File: config.mk
export PLATFORM = sky130hd
export DESIGN_NAME = fetch_front_end
export DESIGN_NICKNAME = d
export VERILOG_FILES = /design/src/logic/core_pkg.sv /design/src/logic/imem_pkg.sv /design/src/logic/fetch_front_end.sv /design/src/logic/fetch_pc_gen.sv /design/src/logic/fetch_tag_queue.sv /design/src/logic/instr_buffer.sv
export SDC_FILE = /design/constraint.sdc
export NUM_CORES = 1
export LEC_CHECK = 0
export BUFFER_PORTS_ARGS = -buffer_cell sky130_fd_sc_hd__buf_2
export CORE_ASPECT_RATIO = 1.25
export CORE_MARGIN = 3
export CORE_UTILIZATION = 35
export CTS_CLUSTER_SIZE = 8
export DETAILED_ROUTE_END_ITERATION = 10
export HOLD_SLACK_MARGIN = 0.03
export MAX_ROUTING_LAYER = met4
export SLEW_MARGIN = 20
export SYNTH_ARGS = -nofsm -noshare
export SYNTH_HDL_FRONTEND = slang
export SYNTH_SLANG_ARGS = --single-unit
File: constraint.sdc
create_clock -name clk -period 14.15 [get_ports clk]
set_input_delay 0.7075 -clock clk [delete_from_list [all_inputs] [get_ports clk]]
set_output_delay 0.7075 -clock clk [all_outputs]
set_load 0.02 [all_outputs]
File: src/logic/core_pkg.sv
`default_nettype none

// widths and constants shared by every stage of the fetch front end
package core_pkg;

    ////////////////////////////////////////
    // basic vector types
    ////////////////////////////////////////

    // byte address of one instruction
    typedef logic [31:0] addr_t;

    // one instruction word
    typedef logic [31:0] instr_t;

    // valid lanes of a fetch group with bit 0 as the older lane
    typedef logic [1:0] lane_mask_t;

    ////////////////////////////////////////
    // fetch constants
    ////////////////////////////////////////

    // first fetch address out of reset
    localparam addr_t RESET_PC = 32'h1C00_0000;

    // word slot in a 16-byte block where a group shrinks to one lane
    localparam logic [1:0] LAST_SLOT = 2'd3;

    // one-lane group at the block end
    localparam lane_mask_t MASK_ONE = 2'b01;

    // full dual-issue group
    localparam lane_mask_t MASK_TWO = 2'b11;

    // pc steps for the two group sizes
    localparam addr_t STEP_ONE = 32'd4;
    localparam addr_t STEP_TWO = 32'd8;

endpackage

`default_nettype wire

File: src/logic/imem_pkg.sv
`default_nettype none

// instruction memory port and queue sizing
package imem_pkg;

    // lower word at the request address and upper word at address + 4
    typedef logic [63:0] imem_data_t;

    // entry or request count wide enough for in-flight plus buffered
    typedef logic [3:0] cnt_t;

    ////////////////////////////////////////
    // depths
    ////////////////////////////////////////

    // requests allowed in flight at once
    localparam int MAX_OUTSTANDING = 4;

    // instruction buffer entries
    localparam int BUF_DEPTH = 8;

endpackage

`default_nettype wire

File: src/logic/fetch_front_end.sv
`timescale 1ns/1ps
`default_nettype none

// dual-issue fetch front end chaining pc gen, imem port, tag queue and buffer
module fetch_front_end (
    input  logic                 clk,
    input  logic                 i_rst_n,
    input  logic                 i_redirect_valid,
    input  core_pkg::addr_t      i_redirect_pc,
    input  logic                 i_imem_req_ready,
    output logic                 o_imem_req_valid,
    output core_pkg::addr_t      o_imem_req_addr,
    input  logic                 i_imem_resp_valid,
    input  imem_pkg::imem_data_t i_imem_resp_data,
    output core_pkg::lane_mask_t o_inst_valid,
    output core_pkg::addr_t      o_inst_pc,
    output core_pkg::instr_t     o_inst_ir0,
    output core_pkg::instr_t     o_inst_ir1,
    input  logic                 i_inst_ready
);

    ////////////////////////////////////////
    // internal nets
    ////////////////////////////////////////

    logic                 can_issue;
    logic                 req_fire;
    core_pkg::lane_mask_t req_mask;
    logic                 wr_valid;
    core_pkg::addr_t      wr_pc;
    core_pkg::lane_mask_t wr_mask;
    core_pkg::instr_t     wr_ir0;
    core_pkg::instr_t     wr_ir1;
    imem_pkg::cnt_t       buf_count;

    fetch_pc_gen u_pc_gen (
        .clk              (clk),
        .i_rst_n          (i_rst_n),
        .i_redirect_valid (i_redirect_valid),
        .i_redirect_pc    (i_redirect_pc),
        .i_can_issue      (can_issue),
        .i_imem_req_ready (i_imem_req_ready),
        .o_imem_req_valid (o_imem_req_valid),
        .o_imem_req_addr  (o_imem_req_addr),
        .o_req_fire       (req_fire),
        .o_req_mask       (req_mask)
    );

    // request address doubles as the tag pc
    fetch_tag_queue u_tag_queue (
        .clk               (clk),
        .i_rst_n           (i_rst_n),
        .i_redirect_valid  (i_redirect_valid),
        .i_req_fire        (req_fire),
        .i_req_pc          (o_imem_req_addr),
        .i_req_mask        (req_mask),
        .i_imem_resp_valid (i_imem_resp_valid),
        .i_imem_resp_data  (i_imem_resp_data),
        .i_buf_count       (buf_count),
        .o_can_issue       (can_issue),
        .o_wr_valid        (wr_valid),
        .o_wr_pc           (wr_pc),
        .o_wr_mask         (wr_mask),
        .o_wr_ir0          (wr_ir0),
        .o_wr_ir1          (wr_ir1)
    );

    instr_buffer u_instr_buffer (
        .clk              (clk),
        .i_rst_n          (i_rst_n),
        .i_redirect_valid (i_redirect_valid),
        .i_wr_valid       (wr_valid),
        .i_wr_pc          (wr_pc),
        .i_wr_mask        (wr_mask),
        .i_wr_ir0         (wr_ir0),
        .i_wr_ir1         (wr_ir1),
        .i_inst_ready     (i_inst_ready),
        .o_count          (buf_count),
        .o_inst_valid     (o_inst_valid),
        .o_inst_pc        (o_inst_pc),
        .o_inst_ir0       (o_inst_ir0),
        .o_inst_ir1       (o_inst_ir1)
    );

endmodule

`default_nettype wire

File: src/logic/fetch_pc_gen.sv
`timescale 1ns/1ps
`default_nettype none

// fetch pc register, next-pc prediction and the imem request channel
module fetch_pc_gen (
    input  logic                 clk,
    input  logic                 i_rst_n,
    input  logic                 i_redirect_valid,
    input  core_pkg::addr_t      i_redirect_pc,
    input  logic                 i_can_issue,
    input  logic                 i_imem_req_ready,
    output logic                 o_imem_req_valid,
    output core_pkg::addr_t      o_imem_req_addr,
    output logic                 o_req_fire,
    output core_pkg::lane_mask_t o_req_mask
);

    core_pkg::addr_t      pc_q;
    core_pkg::addr_t      pc_next;
    core_pkg::lane_mask_t lane_mask;
    logic                 last_slot;
    logic                 run_q;    // set one edge after reset release
    logic                 req_valid;

    ////////////////////////////////////////
    // block-end rule
    ////////////////////////////////////////

    // only one instruction fits in the last word of a 16-byte block
    assign last_slot = (pc_q[3:2] == core_pkg::LAST_SLOT);

    assign lane_mask = last_slot ? core_pkg::MASK_ONE : core_pkg::MASK_TWO;
    assign pc_next   = pc_q + (last_slot ? core_pkg::STEP_ONE : core_pkg::STEP_TWO);

    ////////////////////////////////////////
    // request channel
    ////////////////////////////////////////

    // credit only ever rises while a request is held, so valid stays up
    // until the transfer; a redirect pulls the held request back
    assign req_valid = run_q & i_can_issue & ~i_redirect_valid;

    assign o_imem_req_valid = req_valid;
    assign o_imem_req_addr  = pc_q;              // stable while held
    assign o_req_fire       = req_valid & i_imem_req_ready;
    assign o_req_mask       = lane_mask;

    ////////////////////////////////////////
    // pc register
    ////////////////////////////////////////

    always_ff @(posedge clk or negedge i_rst_n) begin
        if (!i_rst_n) begin
            run_q <= 1'b0;
            pc_q  <= core_pkg::RESET_PC;
        end else begin
            run_q <= 1'b1;
            if (i_redirect_valid) begin
                pc_q <= i_redirect_pc;           // redirect beats everything
            end else if (o_req_fire) begin
                pc_q <= pc_next;
            end
        end
    end

endmodule

`default_nettype wire

File: src/logic/fetch_tag_queue.sv
`timescale 1ns/1ps
`default_nettype none

// in-flight request tags, matched to in-order imem responses
module fetch_tag_queue (
    input  logic                 clk,
    input  logic                 i_rst_n,
    input  logic                 i_redirect_valid,
    input  logic                 i_req_fire,
    input  core_pkg::addr_t      i_req_pc,
    input  core_pkg::lane_mask_t i_req_mask,
    input  logic                 i_imem_resp_valid,
    input  imem_pkg::imem_data_t i_imem_resp_data,
    input  imem_pkg::cnt_t       i_buf_count,
    output logic                 o_can_issue,
    output logic                 o_wr_valid,
    output core_pkg::addr_t      o_wr_pc,
    output core_pkg::lane_mask_t o_wr_mask,
    output core_pkg::instr_t     o_wr_ir0,
    output core_pkg::instr_t     o_wr_ir1
);

    // tag payload storage
    core_pkg::addr_t      tag_pc   [imem_pkg::MAX_OUTSTANDING];
    core_pkg::lane_mask_t tag_mask [imem_pkg::MAX_OUTSTANDING];

    logic [imem_pkg::MAX_OUTSTANDING-1:0]         tag_kill;
    logic [$clog2(imem_pkg::MAX_OUTSTANDING)-1:0] wr_ptr;
    logic [$clog2(imem_pkg::MAX_OUTSTANDING)-1:0] rd_ptr;
    imem_pkg::cnt_t                               outst_q;
    imem_pkg::cnt_t                               credit_sum;

    ////////////////////////////////////////
    // issue credit
    ////////////////////////////////////////

    // every request in flight must find a free buffer slot on return
    assign credit_sum  = outst_q + i_buf_count;
    assign o_can_issue = (outst_q < imem_pkg::cnt_t'(imem_pkg::MAX_OUTSTANDING)) &&
                         (credit_sum < imem_pkg::cnt_t'(imem_pkg::BUF_DEPTH));

    ////////////////////////////////////////
    // response side
    ////////////////////////////////////////

    // responses come back in order so the head tag owns each one
    assign o_wr_valid = i_imem_resp_valid & ~tag_kill[rd_ptr];
    assign o_wr_pc    = tag_pc[rd_ptr];
    assign o_wr_mask  = tag_mask[rd_ptr];
    assign o_wr_ir0   = i_imem_resp_data[31:0];    // word at pc
    assign o_wr_ir1   = i_imem_resp_data[63:32];   // word at pc + 4

    always_ff @(posedge clk) begin
        if (i_req_fire) begin
            tag_pc[wr_ptr]   <= i_req_pc;
            tag_mask[wr_ptr] <= i_req_mask;
        end
    end

    always_ff @(posedge clk or negedge i_rst_n) begin
        if (!i_rst_n) begin
            wr_ptr   <= '0;
            rd_ptr   <= '0;
            outst_q  <= '0;
            tag_kill <= '0;
        end else begin
            if (i_req_fire) begin
                wr_ptr <= wr_ptr + 1'b1;             // depth is a power of two
            end
            if (i_imem_resp_valid) begin
                rd_ptr <= rd_ptr + 1'b1;             // killed ones pop too
            end

            // fire is held off during a redirect, so no new tag is lost here
            if (i_redirect_valid) begin
                tag_kill <= '1;
            end else if (i_req_fire) begin
                tag_kill[wr_ptr] <= 1'b0;
            end

            case ({i_req_fire, i_imem_resp_valid})
                2'b10:   outst_q <= outst_q + imem_pkg::cnt_t'(1);
                2'b01:   outst_q <= outst_q - imem_pkg::cnt_t'(1);
                default: outst_q <= outst_q;
            endcase
        end
    end

endmodule

`default_nettype wire

File: src/logic/instr_buffer.sv
`timescale 1ns/1ps
`default_nettype none

// fifo of fetched groups whose head feeds decode
module instr_buffer (
    input  logic                 clk,
    input  logic                 i_rst_n,
    input  logic                 i_redirect_valid,
    input  logic                 i_wr_valid,
    input  core_pkg::addr_t      i_wr_pc,
    input  core_pkg::lane_mask_t i_wr_mask,
    input  core_pkg::instr_t     i_wr_ir0,
    input  core_pkg::instr_t     i_wr_ir1,
    input  logic                 i_inst_ready,
    output imem_pkg::cnt_t       o_count,
    output core_pkg::lane_mask_t o_inst_valid,
    output core_pkg::addr_t      o_inst_pc,
    output core_pkg::instr_t     o_inst_ir0,
    output core_pkg::instr_t     o_inst_ir1
);

    core_pkg::addr_t      buf_pc   [imem_pkg::BUF_DEPTH];
    core_pkg::lane_mask_t buf_mask [imem_pkg::BUF_DEPTH];
    core_pkg::instr_t     buf_ir0  [imem_pkg::BUF_DEPTH];
    core_pkg::instr_t     buf_ir1  [imem_pkg::BUF_DEPTH];

    logic [$clog2(imem_pkg::BUF_DEPTH)-1:0] wr_ptr;
    logic [$clog2(imem_pkg::BUF_DEPTH)-1:0] rd_ptr;
    imem_pkg::cnt_t                         count_q;
    logic                                   not_empty;
    logic                                   pop;

    ////////////////////////////////////////
    // decode port
    ////////////////////////////////////////

    assign not_empty = (count_q != '0);
    assign pop       = not_empty & i_inst_ready;

    assign o_inst_valid = not_empty ? buf_mask[rd_ptr] : 2'b00;
    assign o_inst_pc    = buf_pc[rd_ptr];
    assign o_inst_ir0   = buf_ir0[rd_ptr];
    assign o_inst_ir1   = buf_ir1[rd_ptr];     // lane 1 at pc + 4
    assign o_count      = count_q;

    ////////////////////////////////////////
    // storage
    ////////////////////////////////////////

    // the credit keeps writes from ever hitting a full buffer
    always_ff @(posedge clk) begin
        if (i_wr_valid) begin
            buf_pc[wr_ptr]   <= i_wr_pc;
            buf_mask[wr_ptr] <= i_wr_mask;
            buf_ir0[wr_ptr]  <= i_wr_ir0;
            buf_ir1[wr_ptr]  <= i_wr_ir1;
        end
    end

    always_ff @(posedge clk or negedge i_rst_n) begin
        if (!i_rst_n) begin
            wr_ptr  <= '0;
            rd_ptr  <= '0;
            count_q <= '0;
        end else if (i_redirect_valid) begin
            // flush drops any wrong-path write on this edge
            rd_ptr  <= wr_ptr;
            count_q <= '0;
        end else begin
            if (i_wr_valid) begin
                wr_ptr <= wr_ptr + 1'b1;
            end
            if (pop) begin
                rd_ptr <= rd_ptr + 1'b1;
            end
            case ({i_wr_valid, pop})
                2'b10:   count_q <= count_q + imem_pkg::cnt_t'(1);
                2'b01:   count_q <= count_q - imem_pkg::cnt_t'(1);
                default: count_q <= count_q;   // push and pop cancel
            endcase
        end
    end

endmodule

`default_nettype wire

---- Yosys cells after proc, flatten, opt, wreduce, memory -nomap -nowiden ----
Memories as Yosys holds them, arrays and structs flattened.
Index checks and enable logic that the tools add are counted.
word-level totals
  register bits after elaboration ......... 55
  bits in writable memories ............... 920
  input port bits ......................... 102
  output and inout port bits .............. 131
  word-level logic and storage cells ...... 72
  memories ................................ 6
memory list
  memory                   depth  bits a word  read ports  clocked after memory_dff  write ports  RTL line               source
  u_instr_buffer.buf_ir0   8      32           1           0                         1            instr_buffer.sv:24     core_pkg::instr_t buf_ir0 [imem_pkg::BUF_DEPTH];
  u_instr_buffer.buf_ir1   8      32           1           0                         1            instr_buffer.sv:25     core_pkg::instr_t buf_ir1 [imem_pkg::BUF_DEPTH];
  u_instr_buffer.buf_pc    8      32           1           0                         1            instr_buffer.sv:22     core_pkg::addr_t buf_pc [imem_pkg::BUF_DEPTH];
  u_tag_queue.tag_pc       4      32           1           0                         1            fetch_tag_queue.sv:24  core_pkg::addr_t tag_pc [imem_pkg::MAX_OUTSTANDING];
  u_instr_buffer.buf_mask  8      2            1           0                         1            instr_buffer.sv:23     core_pkg::lane_mask_t buf_mask [imem_pkg::BUF_DEPTH];
  u_tag_queue.tag_mask     4      2            1           0                         1            fetch_tag_queue.sv:25  core_pkg::lane_mask_t tag_mask [imem_pkg::MAX_OUTSTANDING];
operators by class
  add/sub/neg operators ................... 10
  order comparisons ....................... 5
  equal/unequal tests ..................... 5
  mux-type cells .......................... 20
  bitwise logic cells ..................... 9
  reductions and logical operators ........ 8
operator list
  kind                 number
  $mux 32              2
  $add 32x32->32       1
  $mux 4               4
  $pmux 4 s2           2
  $add 4x1->4 const B  2
  $sub 4x1->4 const B  2
  $add 3x1->3 const B  2
  $eq 2x2->1 const B   3
  $lt 2x3->1 const B   2
  $mux 1               6
  $mux 3               2
  $reduce_bool 2->1    3
  $and 1x1->1          5
  $add 2x1->2 const B  2
  $add 4x4->4          1
  $and 4x4->4          1
  $eq 2x1->1 const B   2
  $lt 4x3->1 const B   1
  $lt 4x4->1 const B   1
  $mux 2               2
  $not 4->4            1
  $reduce_bool 4->1    1
  $reduce_bool 3->1    1
  $bmux 1 s2           1
  5 further kinds      7

---- Depth between registers and ports, before layout ----
  depth after elaboration ................. 8
  mapped depth ............................ 13
  depth with buffers taken out ............ 13

---- By module ----
Synthesis repeated with hierarchy kept, for this count alone.
unflattened totals
  cells, all modules ...................... 1719
  area total of the unflattened synthesis .. 37962.7 sq um
by module, submodules not included
  module           times used  cells each  area each (sq um)
  instr_buffer     1           1208        30072.6
  fetch_tag_queue  1           306         6065.8
  fetch_pc_gen     1           205         1824.2

---- Least setup slack after synthesis ----
Ideal clock, no wire load.
  path kind ............................... reg-to-reg
  start ................................... register u_tag_queue.rd_ptr[0] (netlist name)
  end ..................................... memory u_instr_buffer.buf_ir0[4][0] (netlist name) (enable)
  setup time .............................. 0.826 ns
  arrival time ............................ 11.225 ns
  data required time ...................... 13.324 ns
  path slack .............................. 2.099 ns
  stages on the path, launching flop included .. 5
  buffers on the path ..................... 1
  cells stage by stage .................... dfrtp_1 > buf_2 > mux4_2 > nand2b_1 > nor4b_1
on the way
  cells in the longest elaborated chain, start to end .. 6
RTL lines
  item                          RTL line               source
  from (decl)                   fetch_tag_queue.sv:29  logic [$clog2(imem_pkg::MAX_OUTSTANDING)-1:0] rd_ptr;
  from (signal assigned)        fetch_tag_queue.sv:71  rd_ptr <= rd_ptr + 1'b1;
  $bmux 1 s2                    fetch_tag_queue.sv:47  assign o_wr_valid = i_imem_resp_valid & ~tag_kill[rd_ptr];
  $mux 1 (implied by the code)  fetch_tag_queue.sv:47
  $not 1->1                     fetch_tag_queue.sv:47
  $and 1x1->1                   fetch_tag_queue.sv:47
  $mux 1                        instr_buffer.sv:52     if (i_wr_valid) begin
  $mux 1 (implied by the code)  instr_buffer.sv:55     buf_ir0[wr_ptr] <= i_wr_ir0;
  to (decl)                     instr_buffer.sv:24
Every way passes these cells. The select of a mux whose other input is x is not followed.

---- Final worst setup path ----
  start ................................... register u_instr_buffer.rd_ptr[1] (netlist name)
  end ..................................... output port o_inst_ir1[17]
on the way
  cells in the longest elaborated chain, start to end .. 1
RTL lines
  item                    RTL line               source
  from (decl)             instr_buffer.sv:28     logic [$clog2(imem_pkg::BUF_DEPTH)-1:0] rd_ptr;
  from (signal assigned)  instr_buffer.sv:67     rd_ptr <= wr_ptr;
  from (signal assigned)  instr_buffer.sv:74     rd_ptr <= rd_ptr + 1'b1;
  $mem_v2 8x32            n/a
  to (decl)               fetch_front_end.sv:18  output core_pkg::instr_t o_inst_ir1,
Every way passes these cells.

==> flow_metrics.py <==
metrics = {
    "status": {
        "status": "finished, final reports clean",
    },
    "route": {
        "wl_met1_mm": 34.3,
        "drt-total-wl_mm": 80.3,
        "num_vias": 17247,
        "antenna_left": 0,
        "firstDrtPassIters": 4,
        "dr_wl_met2_mm": 40.5,
        "drt_iter0_drc": 927,
        "highest_layer": "met4",
        "via_per_inst": 5.05,
        "drc": 0,
        "met3WireLength_mm": 3.54,
        "routedWlPerCell_um": 23.5,
    },
    "sta": {
        "setup_viol": 0,
        "slew_viol_final": 0,
        "period_share_pct": 30.8,
        "finalClockSkew_ns": 0.0248,
        "hold_viol_final": 0,
        "max_freq_mhz": 229,
        "fin_crit_ns": 4.36,
        "setup_tns_ns": 0,
        "rsz0062_at_grt": "false",
        "tightest_slew_ns": 1.06,
        "relSlewSlack_pct": 29.0,
        "hold_ws_ns": 0.128,
        "setup_slack_ns": 9.79,
    },
    "yosys": {
        "syn_area_um2": 37000,
        "synth_edf_count": 908,
        "synth_cell_types": 59,
        "syn_avg_cell_area_um2": 22.7,
        "synthCells": 1633,
        "ys_ff_latch": 963,
        "synth-seq-area-share_pct": 77.4,
        "yosysTopAreaCell": "edfxtp_1",
        "synth_top_area_share_pct": 73.6,
        "synth_ff_type": "edfxtp_1",
        "synth_warnings": 0,
        "ys_top_cells_by_area": "edfxtp_1 74%, mux4_2 14%, dfrtp_1 3.5%",
        "synth_nets": 1750,
        "postSynth.asyncResetShare_pct": 5.71,
    },
    "die": {
        "start_util_pct": 35.5,
        "fp-row-count": 132,
        "dieArea_um2": 110000,
        "io_pins": 233,
        "die_width_um": 297,
        "coreArea_um2": 104000,
        "dieHeight_um": 370,
    },
    "placed_design": {
        "dp_hpwl_mm": 44.5,
        "port_buffers": 232,
        "gp_congestion": 0.727,
        "pre_cts_ws_ns": 10.00,
    },
    "setup_path": {
        "worst_ep_required_time_ns": 13.44,
        "startpoint_type": "flip-flop",
        "critPathKind": "reg -> out",
        "path_max_fanout": 65,
        "path_cells": "buf_4, mux4_2, mux2_2, buf_2",
        "critPathTopFamily": "flip-flops",
        "path_buf_inv": 2,
        "critPathMaxStageDelay_ns": 1.10,
        "crit_slowest_cell": "dfrtp_4",
        "crit_arrival_ns": 3.65,
        "worstSetupEndpointType": "primary output",
    },
    "global_routing": {
        "grt_remaining_overflow": 0,
        "grt_max_degree": 109,
        "grt_first_pass_wirelength_mm": 121,
        "grt_usage_pct": 15.3,
        "grt_pass1_vias": 18875,
        "antenna_found_initial": 6,
    },
    "clock_network": {
        "htree_levels": 4,
        "cts_root_buffer": "clkbuf_16",
        "post-cts-setup-buffers": 0,
        "cts_sinks": 963,
        "clkSlewWorstSetupHoldPaths_ns": 0.05,
        "cts_max_path_buffers": 3,
        "cts_made_buffers": 139,
        "hold_buffers": 0,
        "cts_tree": "built",
        "cts_resized": 0,
        "clk_latency_ns": 0.73,
    },
    "final_layout": {
        "synthToLayoutAreaGrowth_pct": 18.5,
        "mostFrequentLayoutCells": "908 x edfxtp_1, 232 x buf_2, 228 x mux4_2",
        "layout_commonest_cell": "edfxtp_1",
        "final_layout_size_suffix_gt1_share_pct": 39.3,
        "nets": 2080,
    },
    "power": {
        "vdd_drop_max_mv": 0.159,
        "p_per_area_nw_per_um2": 188,
        "p_leak_nw": 14.2,
    },
    "job": {
        "maxCapViolCount": 0,
    },
    "min_path": {
        "hp-class": "in -> async",
    },
}
## synthesized netlist by cell type (4+ instances only)
cell       instances
edfxtp_1         908
mux4_2           228
mux2_2           104
dfrtp_1           52
clkbuf_1          48
nand2_1           44
o21ai_0           25
buf_2             24
nor2_1            19
xor2_1            19
xnor2_1           15
ha_1              13
inv_1             12
and3_1             7
nand3_1            7
a21o_1             6
a31oi_1            6
buf_1              6
nor3_1             6
o2111ai_1          6
o211ai_1           6
a21oi_1            5
o21ai_1            5
nand4_1            4
nor2b_1            4
or3_1              4
or4_1              4
## cell type report
class | count | area, um^2
Fill cell | 8957 | 60300
Sequential cell | 963 | 28700
Multi-Input combinational cell | 577 | 8040
Clock buffer | 169 | 3650
Tap cell | 1407 | 1760
Timing Repair Buffer | 269 | 1480
Clock inverter | 14 | 221
Inverter | 13 | 48.8
Antenna cell | 2 | 5.00
## cells by family (layout without fill, tap and decap cells)
family / after synthesis / count (layout) / synth area share, %
XOR/XNOR: 34 / 34 / 0.804
flip-flops: 963 / 963 / 77.4
adder cells (fa/ha/maj): 15 / 15 / 0.548
multiplexers: 336 / 336 / 17.1
AND/OR/NAND/NOR: 119 / 119 / 1.68
AO/OA/AOI/OAI: 72 / 72 / 1.38
other: 1 / 3 / 0.0101
buffers and inverters: 93 / 465 / 1.05
## metrics by stage
step                      utilization, %  cells  area, um^2  total power, W
after floorplan                        -   1633       37000         0.00481
final                               42.1   3414       43900         0.00826
after global placement              38.3   3227       39900         0.00535
after CTS                           42.0   3410       43800         0.00840
after detailed placement            38.3   3227       39900         0.00539
after global routing                42.1   3413       43900         0.00864
## registers in the layout (all words and copies together), names as in the netlist
name / cells
u_tag_queue.outst_q: 4
u_instr_buffer.wr_ptr: 3
u_instr_buffer.buf_pc: 256
u_tag_queue.tag_kill: 4
u_tag_queue.tag_pc: 128
u_instr_buffer.buf_ir0: 256
u_tag_queue.wr_ptr: 2
u_instr_buffer.buf_mask: 8
u_tag_queue.rd_ptr: 2
u_pc_gen.o_imem_req_addr: 32
u_instr_buffer.buf_ir1: 256
u_tag_queue.tag_mask: 4
u_instr_buffer.o_count: 4
u_pc_gen.run_q: 1
u_instr_buffer.rd_ptr: 3
## power by group
group / switching (W) / internal [W] / total (W)
sequential: 0.000123 / 0.00332 / 0.00344
combinational: 0.00101 / 0.000852 / 0.00186
clock: 0.00115 / 0.00182 / 0.00297
total: 0.00228 / 0.00598 / 0.00826
## path summary, 6_finish.rpt
path                                     startpoint                      endpoint  slack, ns  cells past startpoint
max                        u_instr_buffer.rd_ptr[1]                o_inst_ir1[17]       9.79                      4
max in group asynchronous                   i_rst_n      u_instr_buffer.rd_ptr[1]      13.38                      2
min reg2reg                 u_tag_queue.tag_kill[3]       u_tag_queue.tag_kill[3]       0.50                      1
max reg2reg                   u_tag_queue.rd_ptr[0]   u_instr_buffer.buf_pc[7][1]      10.21                      6
min                                         i_rst_n  u_pc_gen.o_imem_req_addr[23]       0.13                      2
min in group clk                  i_redirect_pc[14]  u_pc_gen.o_imem_req_addr[14]       0.19                      3
## routing by layer
metal / GRT usage, % / vias up
li1: - / 7455
met1: 19.1 / 9202
met2: 25.1 / 449
met3: 3.01 / 141
met4: 5.32 / 0
met5: - / -
No activity file was read; power rests on OpenSTA's default activity.
